==> config.mk <==
export PLATFORM = sky130hd
export DESIGN_NAME = touchpad_controller
export DESIGN_NICKNAME = d
export VERILOG_FILES = /design/src/touch_pkg.sv /design/src/touch_frame_if.sv /design/src/touch_clk_gen.sv /design/src/touch_spi_port.sv /design/src/touch_sequencer.sv /design/src/touch_calibrate.sv /design/src/touchpad_controller.sv
export SDC_FILE = /design/constraint.sdc
export NUM_CORES = 1
export LEC_CHECK = 0
export ABC_AREA = 1
export BUFFER_PORTS_ARGS = -buffer_cell sky130_fd_sc_hd__buf_2
export CAP_MARGIN = 10
export CELL_PAD_IN_SITES_DETAIL_PLACEMENT = 0
export CELL_PAD_IN_SITES_GLOBAL_PLACEMENT = 1
export CORE_MARGIN = 8
export CORE_UTILIZATION = 30
export DETAILED_ROUTE_END_ITERATION = 12
export GPL_ROUTABILITY_DRIVEN = 0
export PLACE_DENSITY = 0.54
export SYNTH_ARGS = -nofsm -noshare
export SYNTH_HDL_FRONTEND = slang
export SYNTH_SLANG_ARGS = --single-unit
==> constraint.sdc <==
create_clock -name cclk -period 3.9 [get_ports cclk]
set_input_delay 0.195 -clock cclk [delete_from_list [all_inputs] [get_ports cclk]]
set_output_delay 0.195 -clock cclk [all_outputs]
set_load 0.005 [all_outputs]
==> src/touch_pkg.sv <==
package touch_pkg;

	// Converter channels in conversion order
	typedef enum logic [1:0] {
		AXIS_X = 2'd0,
		AXIS_Y = 2'd1,
		AXIS_Z = 2'd2
	} touch_axis_e;

	// Channel select codes, command bits 6 to 4
	localparam logic [2:0] CH_X = 3'b101;
	localparam logic [2:0] CH_Y = 3'b001;
	localparam logic [2:0] CH_Z = 3'b011;

	// Serial clocks per frame, csb stays low for all of them
	localparam int FRAME_CLOCKS = 24;

	// Command length, sent MSB first on rises 1 to 8
	localparam int CMD_BITS = 8;

	// Rising edge that carries the result MSB
	localparam int SAMPLE_FIRST = 10;

	// Result width
	localparam int SAMPLE_BITS = 12;

	// X trim window
	localparam logic [11:0] X_ADJ_MIN      = 12'h096;
	localparam logic [11:0] X_POST_ADJ_MAX = 12'hF6E;

	// Y trim window
	localparam logic [11:0] Y_ADJ_MIN      = 12'h12C;
	localparam logic [11:0] Y_POST_ADJ_MAX = 12'hED8;

endpackage

==> src/touch_frame_if.sv <==
`timescale 1ns/100ps

interface touch_frame_if;

	// One-cycle request, only while busy is low
	logic        start;
	// Command byte, taken on the start cycle
	logic [7:0]  cmd;
	// One-cycle pulse when csb goes back high
	logic        done;
	// Result of the last frame, held until the next done
	logic [11:0] sample;
	// Port is in a frame or in the gap after it
	logic        busy;

	modport seq (
		output start,
		output cmd,
		input  done,
		input  sample,
		input  busy
	);

	modport port (
		input  start,
		input  cmd,
		output done,
		output sample,
		output busy
	);

endinterface

==> src/touch_clk_gen.sv <==
`timescale 1ns/100ps

module touch_clk_gen #(
	parameter int CLK_DIV = 25
) (
	input  logic cclk,
	input  logic rstb,
	input  logic run,
	output logic touch_clk,
	output logic sclk_rise,
	output logic sclk_fall
);

	localparam int DIV_W = $clog2(CLK_DIV + 1);
	localparam logic [DIV_W-1:0] DIV_LAST = DIV_W'(CLK_DIV - 1);

	logic [DIV_W-1:0] div_cnt;
	logic             tick;

	// Last cycle of a half period, touch_clk flips on the edge that ends it
	assign tick      = run && (div_cnt == DIV_LAST);
	assign sclk_rise = tick && !touch_clk;
	assign sclk_fall = tick && touch_clk;

	always_ff @(posedge cclk) begin
		if (rstb || !run) begin
			// Stopped clock parks low so the next frame starts with a clean half period
			div_cnt   <= '0;
			touch_clk <= 1'b0;
		end else if (tick) begin
			div_cnt   <= '0;
			touch_clk <= ~touch_clk;
		end else begin
			div_cnt <= div_cnt + 1'b1;
		end
	end

	a_one_strobe: assert property (@(posedge cclk) disable iff (rstb)
		!(sclk_rise && sclk_fall));

endmodule

==> src/touch_spi_port.sv <==
`timescale 1ns/100ps

module touch_spi_port #(
	parameter int CLK_DIV = 25
) (
	input  logic          cclk,
	input  logic          rstb,
	touch_frame_if.port   frame,
	output logic          touch_clk,
	output logic          touch_csb,
	output logic          data_out,
	input  logic          data_in
);

	import touch_pkg::*;

	typedef enum logic [1:0] {
		IDLE  = 2'd0,
		FRAME = 2'd1,
		GAP   = 2'd2
	} port_state_e;

	localparam int GAP_W = $clog2(CLK_DIV + 1);
	// Gap state plus the idle cycle give CLK_DIV cycles of csb high
	localparam logic [GAP_W-1:0] GAP_LAST = GAP_W'(CLK_DIV - 2);

	// Rise counts before the sampled rises 10 to 21, and the frame end
	localparam logic [4:0] SAMPLE_LO = 5'(SAMPLE_FIRST - 1);
	localparam logic [4:0] SAMPLE_HI = 5'(SAMPLE_FIRST + SAMPLE_BITS - 2);
	localparam logic [4:0] LAST_EDGE = 5'(FRAME_CLOCKS);

	port_state_e            state;
	logic [GAP_W-1:0]       gap_cnt;
	logic [4:0]             edge_cnt;
	logic [CMD_BITS-1:0]    cmd_sr;
	logic [SAMPLE_BITS-1:0] shift_in;
	logic                   run;
	logic                   sclk_rise;
	logic                   sclk_fall;
	logic                   sample_en;
	logic                   frame_end;

	assign run        = (state == FRAME);
	assign frame.busy = (state != IDLE);

	// Command MSB sits on the line from csb fall, zeros fill in behind it
	assign data_out = cmd_sr[CMD_BITS-1];

	// edge_cnt holds the number of rises already seen
	assign sample_en = run && sclk_rise && (edge_cnt >= SAMPLE_LO) && (edge_cnt <= SAMPLE_HI);
	assign frame_end = run && sclk_fall && (edge_cnt == LAST_EDGE);

	touch_clk_gen #(
		.CLK_DIV (CLK_DIV)
	) u_clk_gen (
		.cclk      (cclk),
		.rstb      (rstb),
		.run       (run),
		.touch_clk (touch_clk),
		.sclk_rise (sclk_rise),
		.sclk_fall (sclk_fall)
	);

	always_ff @(posedge cclk) begin
		if (rstb) begin
			// Leave reset through a gap so the first start waits CLK_DIV cycles
			state      <= GAP;
			gap_cnt    <= '0;
			edge_cnt   <= '0;
			cmd_sr     <= '0;
			touch_csb  <= 1'b1;
			frame.done <= 1'b0;
		end else begin
			frame.done <= 1'b0;
			case (state)
				IDLE: begin
					if (frame.start) begin
						state     <= FRAME;
						touch_csb <= 1'b0;
						cmd_sr    <= frame.cmd;
						edge_cnt  <= '0;
					end
				end
				FRAME: begin
					if (sclk_rise) begin
						edge_cnt <= edge_cnt + 1'b1;
					end
					if (sclk_fall) begin
						cmd_sr <= {cmd_sr[CMD_BITS-2:0], 1'b0};
					end
					// csb rises together with the last falling edge
					if (frame_end) begin
						state      <= GAP;
						touch_csb  <= 1'b1;
						frame.done <= 1'b1;
						gap_cnt    <= '0;
					end
				end
				GAP: begin
					if (gap_cnt == GAP_LAST) begin
						state <= IDLE;
					end else begin
						gap_cnt <= gap_cnt + 1'b1;
					end
				end
				default: state <= GAP;
			endcase
		end
	end

	// Result bits arrive MSB first
	always_ff @(posedge cclk) begin
		if (sample_en) begin
			shift_in <= {shift_in[SAMPLE_BITS-2:0], data_in};
		end
		if (frame_end) begin
			frame.sample <= shift_in;
		end
	end

	a_start_idle: assert property (@(posedge cclk) disable iff (rstb)
		frame.start |-> !frame.busy);

	a_clk_quiet: assert property (@(posedge cclk) disable iff (rstb)
		touch_csb && $past(touch_csb) |-> $stable(touch_clk));

endmodule

==> src/touch_sequencer.sv <==
`timescale 1ns/100ps

module touch_sequencer #(
	parameter int REPEATS = 16
) (
	input  logic                    cclk,
	input  logic                    rstb,
	touch_frame_if.seq              frame,
	output logic [11:0]             result,
	output touch_pkg::touch_axis_e  result_axis,
	output logic                    result_valid
);

	import touch_pkg::*;

	localparam int REP_W = $clog2(REPEATS + 1);
	localparam logic [REP_W-1:0] REP_LAST = REP_W'(REPEATS - 1);

	touch_axis_e      axis;
	touch_axis_e      axis_next;
	logic [REP_W-1:0] rep_cnt;
	logic [2:0]       ch_code;
	logic             last_frame;

	// Channel select for the axis being converted
	always_comb begin
		case (axis)
			AXIS_X:  ch_code = CH_X;
			AXIS_Y:  ch_code = CH_Y;
			default: ch_code = CH_Z;
		endcase
	end

	// X then Y then Z, then around again
	always_comb begin
		case (axis)
			AXIS_X:  axis_next = AXIS_Y;
			AXIS_Y:  axis_next = AXIS_Z;
			default: axis_next = AXIS_X;
		endcase
	end

	// Start bit, channel, then differential 12-bit mode with power bits low
	assign frame.cmd = {1'b1, ch_code, 4'b0000};

	// Port is idle for exactly one cycle between frames, so this is a single pulse
	assign frame.start = !frame.busy;

	// Earlier frames of a burst only let the panel settle
	assign last_frame = (rep_cnt == REP_LAST);

	always_ff @(posedge cclk) begin
		if (rstb) begin
			axis         <= AXIS_X;
			rep_cnt      <= '0;
			result_axis  <= AXIS_X;
			result_valid <= 1'b0;
		end else begin
			result_valid <= 1'b0;
			if (frame.done) begin
				if (last_frame) begin
					rep_cnt      <= '0;
					axis         <= axis_next;
					result_axis  <= axis;
					result_valid <= 1'b1;
				end else begin
					rep_cnt <= rep_cnt + 1'b1;
				end
			end
		end
	end

	// Burst result, overwritten by the next one
	always_ff @(posedge cclk) begin
		if (frame.done && last_frame) begin
			result <= frame.sample;
		end
	end

	a_axis_legal: assert property (@(posedge cclk) disable iff (rstb)
		result_axis inside {AXIS_X, AXIS_Y, AXIS_Z});

endmodule

==> src/touch_calibrate.sv <==
`timescale 1ns/100ps

module touch_calibrate (
	input  logic                    cclk,
	input  logic                    rstb,
	input  logic [11:0]             result,
	input  touch_pkg::touch_axis_e  result_axis,
	input  logic                    result_valid,
	output logic [11:0]             x,
	output logic [11:0]             y,
	output logic [11:0]             z,
	output logic                    xyz_update
);

	import touch_pkg::*;

	// Remove the panel offset and clip to the usable range
	function automatic logic [11:0] trim(
		input logic [11:0] raw,
		input logic [11:0] adj_min,
		input logic [11:0] post_max
	);
		logic [11:0] diff;
		diff = raw - adj_min;
		if (raw < adj_min) begin
			trim = 12'h000;
		end else if (diff > post_max) begin
			trim = post_max;
		end else begin
			trim = diff;
		end
	endfunction

	always_ff @(posedge cclk) begin
		if (rstb) begin
			x          <= 12'h000;
			y          <= 12'h000;
			z          <= 12'h000;
			xyz_update <= 1'b0;
		end else begin
			xyz_update <= result_valid;
			if (result_valid) begin
				case (result_axis)
					AXIS_X:  x <= trim(result, X_ADJ_MIN, X_POST_ADJ_MAX);
					AXIS_Y:  y <= trim(result, Y_ADJ_MIN, Y_POST_ADJ_MAX);
					// Pressure is used raw
					AXIS_Z:  z <= result;
					default: ;
				endcase
			end
		end
	end

endmodule

==> src/touchpad_controller.sv <==
`timescale 1ns/100ps

module touchpad_controller #(
	parameter int CLK_DIV = 25,
	parameter int REPEATS = 16
) (
	input  logic        cclk,
	input  logic        rstb,
	input  logic        data_in,
	output logic        touch_clk,
	output logic        touch_csb,
	output logic        data_out,
	output logic [11:0] x,
	output logic [11:0] y,
	output logic [11:0] z,
	output logic        xyz_update
);

	import touch_pkg::*;

	logic [11:0] result;
	touch_axis_e result_axis;
	logic        result_valid;

	// Frame requests from the sequencer to the serial port
	touch_frame_if frame_bus ();

	touch_spi_port #(
		.CLK_DIV (CLK_DIV)
	) u_spi_port (
		.cclk      (cclk),
		.rstb      (rstb),
		.frame     (frame_bus.port),
		.touch_clk (touch_clk),
		.touch_csb (touch_csb),
		.data_out  (data_out),
		.data_in   (data_in)
	);

	touch_sequencer #(
		.REPEATS (REPEATS)
	) u_sequencer (
		.cclk         (cclk),
		.rstb         (rstb),
		.frame        (frame_bus.seq),
		.result       (result),
		.result_axis  (result_axis),
		.result_valid (result_valid)
	);

	touch_calibrate u_calibrate (
		.cclk         (cclk),
		.rstb         (rstb),
		.result       (result),
		.result_axis  (result_axis),
		.result_valid (result_valid),
		.x            (x),
		.y            (y),
		.z            (z),
		.xyz_update   (xyz_update)
	);

endmodule

==> results of run 1 <==
[cell usage after synthesis, types with 3 or more instances]
master	instances	area, sq um
nand3_1	35	175.2
nand2_1	127	476.7
o21ai_0	22	110.1
clkbuf_1	10	37.54
a21oi_2	6	52.55
a21oi_1	48	240.2
dfxtp_1	71	1421
ha_1	14	175.2
xor2_1	9	78.83
inv_2	8	30.03
nand4_1	3	18.77
nor3_1	11	55.05
a31oi_1	3	18.77
edfxtp_1	36	1081
nor2_1	36	135.1
nor2_2	8	50.05
nand2_2	7	43.79
inv_1	50	187.7
[through the flow]
step	hold WS, ns	area [sq um]	setup WS, ns	util, %
after global placement	0.3876	5006	1.547	33.18
final	0.4115	5328	1.429	35.31
after floorplan	0.2939	4588	1.771	-
after global routing	0.4278	5328	1.162	35.31
after CTS	0.3976	5328	1.364	35.31
after detailed placement	0.3758	5006	1.358	33.18
[kinds of logic (layout without fill, tap and decap cells)]
logic type | Yosys count | after routing | share of synthesized area, %
compound gates | 86 | 86 | 10.31
flops | 107 | 107 | 54.54
buf+inv | 72 | 121 | 5.945
simple gates | 236 | 236 | 22.93
fa+ha+maj | 14 | 14 | 3.818
xor+xnor | 12 | 12 | 2.455
[sequential cells by signal (all words and copies together) (netlist names), 2 cells and up]
register                      flops
u_calibrate.x                    12
u_spi_port.u_clk_gen.div_cnt      5
u_calibrate.z                    12
u_spi_port.frame.sample          12
u_sequencer.rep_cnt               5
u_sequencer.result_axis           2
u_sequencer.axis                  2
u_spi_port.shift_in              12
u_sequencer.result               12
u_spi_port.edge_cnt               5
u_calibrate.y                    12
u_spi_port.state                  2
u_spi_port.cmd_sr                 4
u_spi_port.gap_cnt                5
[worst min path at each step]
stage / startpoint / to / slack [ns]
after floorplan: data_in / u_spi_port.shift_in[0] / 0.29
after global placement: data_in / u_spi_port.shift_in[0] / 0.39
after detailed placement: data_in / u_spi_port.shift_in[0] / 0.38
after CTS: rstb / u_calibrate.x[8] / 0.40
after global routing: u_spi_port.frame.sample[0] / u_sequencer.result[0] / 0.43
final: rstb / u_spi_port.cmd_sr[4] / 0.41
[power groups by stage]
stage | logic (mW) | clock network [mW] | registers (mW)
floorplan | 0.142 | 0 | 1.22
global placement | 0.187 | 0 | 1.22
detailed placement | 0.188 | 0 | 1.22
CTS | 0.191 | 0.977 | 1.20
global route | 0.223 | 1.02 | 1.20
finish | 0.188 | 0.934 | 1.20
[worst min-delay path: stages]
cell and delay (ns):
buf_2 0.09, buf_4 0.26, a21oi_1 0.17
[routing by layer]
| metal | up-vias | GRT usage [%] | routed length [microns] |
|---|---|---|---|
| met5 | - | 0 | 0 |
| met4 | 0 | 2.914 | 110 |
| met3 | 10 | 3.728 | 472 |
| met2 | 52 | 17.53 | 4683 |
| met1 | 1566 | 14.52 | 5280 |
| li1 | 1811 | - | - |
[cell type report]
class                           instances  area share, %
Sequential cell                       107          46.97
Multi-Input combinational cell        348          34.12
Clock buffer                           10          4.486
Timing Repair Buffer                   45          4.415
Tap cell                              188          4.415
Inverter                               60          4.227
Clock inverter                          6          1.362
==> flow_summary.json, run 1 <==
{
  "pwr-share-seq_pct": 51.6,
  "critical_path.slowest_cell": "a21oi_1",
  "num_io_pins": 43,
  "syn_nets": 544,
  "ctsResizeCount": 0,
  "p_int_mw": 1.760,
  "final_cell_mix": "nand2_1, dfxtp_1, inv_1",
  "synthCells": 527,
  "rsz0062_at_grt": "no",
  "synthesis.area_sq_um": 4588,
  "synth_edf_count": 36,
  "start_kind": "register",
  "first_pass_iters": 4,
  "regArea_sq_um": 2502,
  "r2r_cells": 8,
  "core_sq_um": 15090,
  "post_cts_buffers": 0,
  "cts_hold_buf": 1,
  "multi_input_area_sq_um": 1818,
  "crit_family": "compound AO/OA/AOI/OAI gates",
  "portBuffers": 42,
  "cts_max_path_buffers": 2,
  "post-route-drc-count": 0,
  "async_flop_share_pct": 0,
  "yosysSeqAreaShare_pct": 54.54,
  "grt_first_pass_wirelength_mm": 17.57,
  "fin_cells": 764,
  "cts_tree": "done",
  "crit_buf_inv": 3,
  "cts_root_buffer": "clkbuf_16",
  "p_total_mw": 2.319,
  "nets": 588,
  "syn_avg_cell_area_sq_um": 8.706,
  "drive_gt1_share_pct": 17.01,
  "period_needed_ns": 2.471,
  "tightestPinTransition_ns": 1.134,
  "final_common_cell": "nand2_1",
  "hp-class": "input port to register",
  "cp_num_cells": 8,
  "ys.flop_type": "dfxtp_1",
  "area_delta_synth_final_pct": 16.12,
  "ir_drop_uv": 198.2,
  "power_switching_mw": 0.5582,
  "grt_max_degree": 42,
  "crit_type": "register to register",
  "crit_arrival_ns": 2.44,
  "viasPerCell": 4.501,
  "leakage_nw": 2.172,
  "rows": 45,
  "pwr-share-clk_pct": 40.3,
  "worstPathCellList": "inv_1 -> ha_1 -> inv_2 -> nor2_2 -> nand4_2 -> nor2_2 -> inv_2 -> a21oi_1",
  "final_hold_viol_count": 0,
  "rr_endpoint": "u_spi_port.shift_in[11]",
  "setup_viol": 0,
  "cp_max_fo": 12,
  "vias": 3439,
  "die_area_sq_um": 19510,
  "finalCritPeriodShare_pct": 63.35,
  "fmax_mhz": 404.7,
  "maxSlewHeadroom_pct": 24.42,
  "cts.clk_slew.worst_paths_ns": 0.07,
  "endpoint_kind": "register",
  "start_util_pct": 30.41,
  "dieHeight_microns": 139.7,
  "synth_cell_types": 36,
  "holdPathStages": 3,
  "regToRegStartpoint": "u_spi_port.state[1]",
  "grt_pass1_vias": 3349,
  "worstSetupEndpoint": "u_spi_port.shift_in[11]",
  "place_inst": 747,
  "synth-seq-cells": 107,
  "fillers": 1582,
  "ant_nets": 0,
  "setup_tns_ns": 0,
  "comb_power_share_pct": 8.1,
  "htreeDepth": 3,
  "die_w_microns": 139.7,
  "ff2ff_setup_slack_ns": 1.43,
  "cts_buffers": 9,
  "clkLatencyLatePin_ns": 0.35,
  "outcome": "finished, final reports clean",
  "maxCapViolCount": 0,
  "grtUsageTotal_pct": 11.20,
  "power_density_nw_per_um2": 435.2,
  "wire_per_inst_microns": 13.80,
  "p_sw_share_pct": 24.07,
  "grt_antenna_before_repair": 0,
  "finClkSkew_ns": 0.004180,
  "max_stage_delay_ns": 0.87,
  "finalWirelength_mm": 10.55,
  "dpl.hpwl_mm": 7.935,
  "numClockSinks": 107,
  "grt-ovfl-total": 0,
  "final_max_slew_viol_count": 0,
  "yosysWarnings": 0,
  "critical_path_required_ns": 3.87,
  "first_iter_violations": 171,
  "n_antenna_cell": 0,
  "critical_path.startpoint": "u_spi_port.state[1]"
}
No activity file was read; power rests on OpenSTA's default activity.
==> run 2, diff against run 1 <==
--- a/config.mk
+++ b/config.mk
@@ -5,7 +5,7 @@
 export SDC_FILE = /design/constraint.sdc
 export NUM_CORES = 1
 export LEC_CHECK = 0
-export ABC_AREA = 1
+export ABC_AREA = 0
 export BUFFER_PORTS_ARGS = -buffer_cell sky130_fd_sc_hd__buf_2
 export CAP_MARGIN = 10
 export CELL_PAD_IN_SITES_DETAIL_PLACEMENT = 0
==> constraint.sdc (replaced) <==
create_clock -name cclk -period 2.27 [get_ports cclk]
set_input_delay 0.1135 -clock cclk [delete_from_list [all_inputs] [get_ports cclk]]
set_output_delay 0.1135 -clock cclk [all_outputs]
set_load 0.005 [all_outputs]
==> run 2 against run 1 <==
Effect of this change: first-iteration DRC count is 22% higher; critical endpoint is now u_calibrate.x[0]; fmax increased by 14%; sequential share of layout area shrank 3.9 points; global-route usage fell by 0.079 points; synthesized area up 3.1%.
==> flow_summary.json, run 2 <==
{
  "endpoint_kind": "register",
  "r2r_cells": 9,
  "first_iter_violations": 208,
  "synth_top_family_by_area": "simple AND/OR/NAND/NOR gates",
  "cts.clk_slew.worst_paths_ns": 0.07,
  "multi_input_area_sq_um": 2103,
  "numClockSinks": 107,
  "dpl.hpwl_mm": 8.046,
  "power_density_nw_per_um2": 697.1,
  "ff2ff_setup_slack_ns": 0.1,
  "ir_drop_uv": 349.7,
  "finClkSkew_ns": 0.009897,
  "die_w_microns": 141.6,
  "vias": 3571,
  "outcome": "finished, final reports clean",
  "final_cell_mix": "dfxtp_1, nor2_1, buf_2",
  "design_area_sq_um": 5809,
  "critical_path_required_ns": 2.51,
  "syn_avg_cell_area_sq_um": 10.04,
  "post-route-util_pct": 37.11,
  "grtUsageTotal_pct": 11.12,
  "synth.top_cells.by_count": "dfxtp_1, nor2_1, edfxtp_1, nand2_1, a21oi_1",
  "cts_tree": "done",
  "rows": 46,
  "finalCritPeriodShare_pct": 95.68,
  "ys_top_cells_by_area": "dfxtp_1, edfxtp_1, nor2_1",
  "final_hold_viol_count": 0,
  "dieHeight_microns": 141.6,
  "synth_cell_types": 66,
  "core_sq_um": 15660,
  "synth_mux_area_share_pct": 2.434,
  "holdWs_ns": 0.2578,
  "area_delta_synth_final_pct": 22.83,
  "setup_viol": 0,
  "holdPathStages": 2,
  "ant_nets": 0,
  "synth-seq-cells": 107,
  "async_flop_share_pct": 0,
  "crit_arrival_ns": 2.42,
  "synthCells": 471,
  "start_util_pct": 30.21,
  "wire_per_inst_microns": 14.15,
  "yosysWarnings": 0,
  "synth_area_leader_cell": "dfxtp_1",
  "drive_gt1_share_pct": 20.95,
  "placed_cell_area_sq_um": 5424,
  "clkLatencyLatePin_ns": 0.35,
  "grt-ovfl-total": 0,
  "die_area_sq_um": 20040,
  "htreeDepth": 3,
  "grt_antenna_before_repair": 0,
  "finalWirelength_mm": 10.82,
  "ys.flop_type": "dfxtp_1",
  "synth-xor-area-share_pct": 3.889,
  "synthesis.area_sq_um": 4730,
  "regArea_sq_um": 2502,
  "synth_most_common_cell": "dfxtp_1",
  "first_pass_iters": 4,
  "maxSlewHeadroom_pct": 59.58,
  "fillers": 1608,
  "tightestPinTransition_ns": 0.6063,
  "synth_adder_area_share_pct": 3.704,
  "synth_top_area_share_pct": 30.05,
  "yosysSeqAreaShare_pct": 52.91,
  "cts_max_path_buffers": 2,
  "grt_pass1_vias": 3433,
  "grt_first_pass_wirelength_mm": 17.73,
  "cts_root_buffer": "clkbuf_16",
  "viasPerCell": 4.668,
  "start_kind": "register",
  "nets": 561,
  "maxCapViolCount": 0,
  "fmax_mhz": 460.4,
  "syn_nets": 488,
  "final_max_slew_viol_count": 0,
  "hp-class": "input port to register",
  "cts_buffers": 9,
  "p_total_mw": 4.050,
  "n_antenna_cell": 0,
  "period_needed_ns": 2.172,
  "synth-simple-area-share_pct": 18.17,
  "synth_edf_count": 36,
  "final_common_cell": "dfxtp_1",
  "grt_max_degree": 31,
  "leakage_nw": 2.323,
  "crit_type": "register to register",
  "num_io_pins": 43,
  "synth_compound_area_share_pct": 15.37,
  "post-route-drc-count": 0,
  "cp_max_fo": 5,
  "portBuffers": 42
}
run 2: changes by cell type in the layout (fill, tap and decap cells not counted), sizes merged, moves of 6 or more:
cell   delta
nand2   -103
buf      +39
inv      -39
a21oi    -27
nand3    -21
nor2     +16
nor3     +13
mux2i    +10
a22o      +6
run 2: area by class of cell:
type,count,share of cell area (%)
well taps,216,4.652
multi-input cells,324,36.21
clock inverters,6,1.658
repair buffers,84,9.304
flip-flops and latches,107,43.08
clock buffers,10,3.941
inverters,18,1.163
run 2: path summary, 6_finish.rpt:
| kind | to | startpoint |
|---|---|---|
| setup / recovery | u_calibrate.x[0] | u_sequencer.result[2] |
| hold / removal | u_spi_port.gap_cnt[3] | rstb |
| setup reg to reg | u_calibrate.x[0] | u_sequencer.result[2] |
| hold reg to reg | u_sequencer.result[11] | u_spi_port.frame.sample[11] |
run 2: power breakdown:
| part | leakage, nW | internal [mW] | switching (mW) |
|---|---|---|---|
| sequential | 0.896 | 2.02 | 0.0419 |
| combinational | 1.27 | 0.120 | 0.163 |
| clock | 0.155 | 0.982 | 0.726 |
run 2: through the flow:
| step | instances | setup WS, ns | setup TNS, ns |
|---|---|---|---|
| after floorplan | 471 | 0.008616 | 0 |
| after CTS | 764 | 0.004667 | 0 |
| final | 765 | 0.09815 | 0 |
| after detailed placement | 747 | 0.02574 | 0 |
| after global routing | 765 | -0.02981 | -0.09583 |
| after global placement | 747 | 0.09447 | 0 |
run 2: critical path, cell delays in order (launching register included):
cell and delay, ns:
edfxtp_1 0.47, buf_4 0.17, ha_1 0.20, a21oi_1 0.20, buf_4 0.16, o211ai_1 0.08, a32oi_1 0.20, nor2_2 0.09
or2_1 0.24, a32o_1 0.25
run 2: what timing repair did:
action	in CTS	in global routing
hold endpoints to repair	1	0
gates resized for setup	0	11
setup buffers	0	1
hold buffers	1	0
setup endpoints to repair	0	13
run 2: cell families after synthesis:
logic type	Yosys count
multiplexers	11
adder cells (fa/ha/maj)	14
flip-flops	107
XOR/XNOR	21
AND/OR/NAND/NOR	175
AO/OA/AOI/OAI	103
buffers and inverters	40
run 2: layer usage:
| metal | share of wire, % | GRT usage, % |
|---|---|---|
| met4 | 1.5 | 4.296 |
| met1 | 50 | 14.40 |
| met2 | 45 | 17.37 |
| met5 | 0 | 0 |
| met3 | 3.9 | 2.923 |
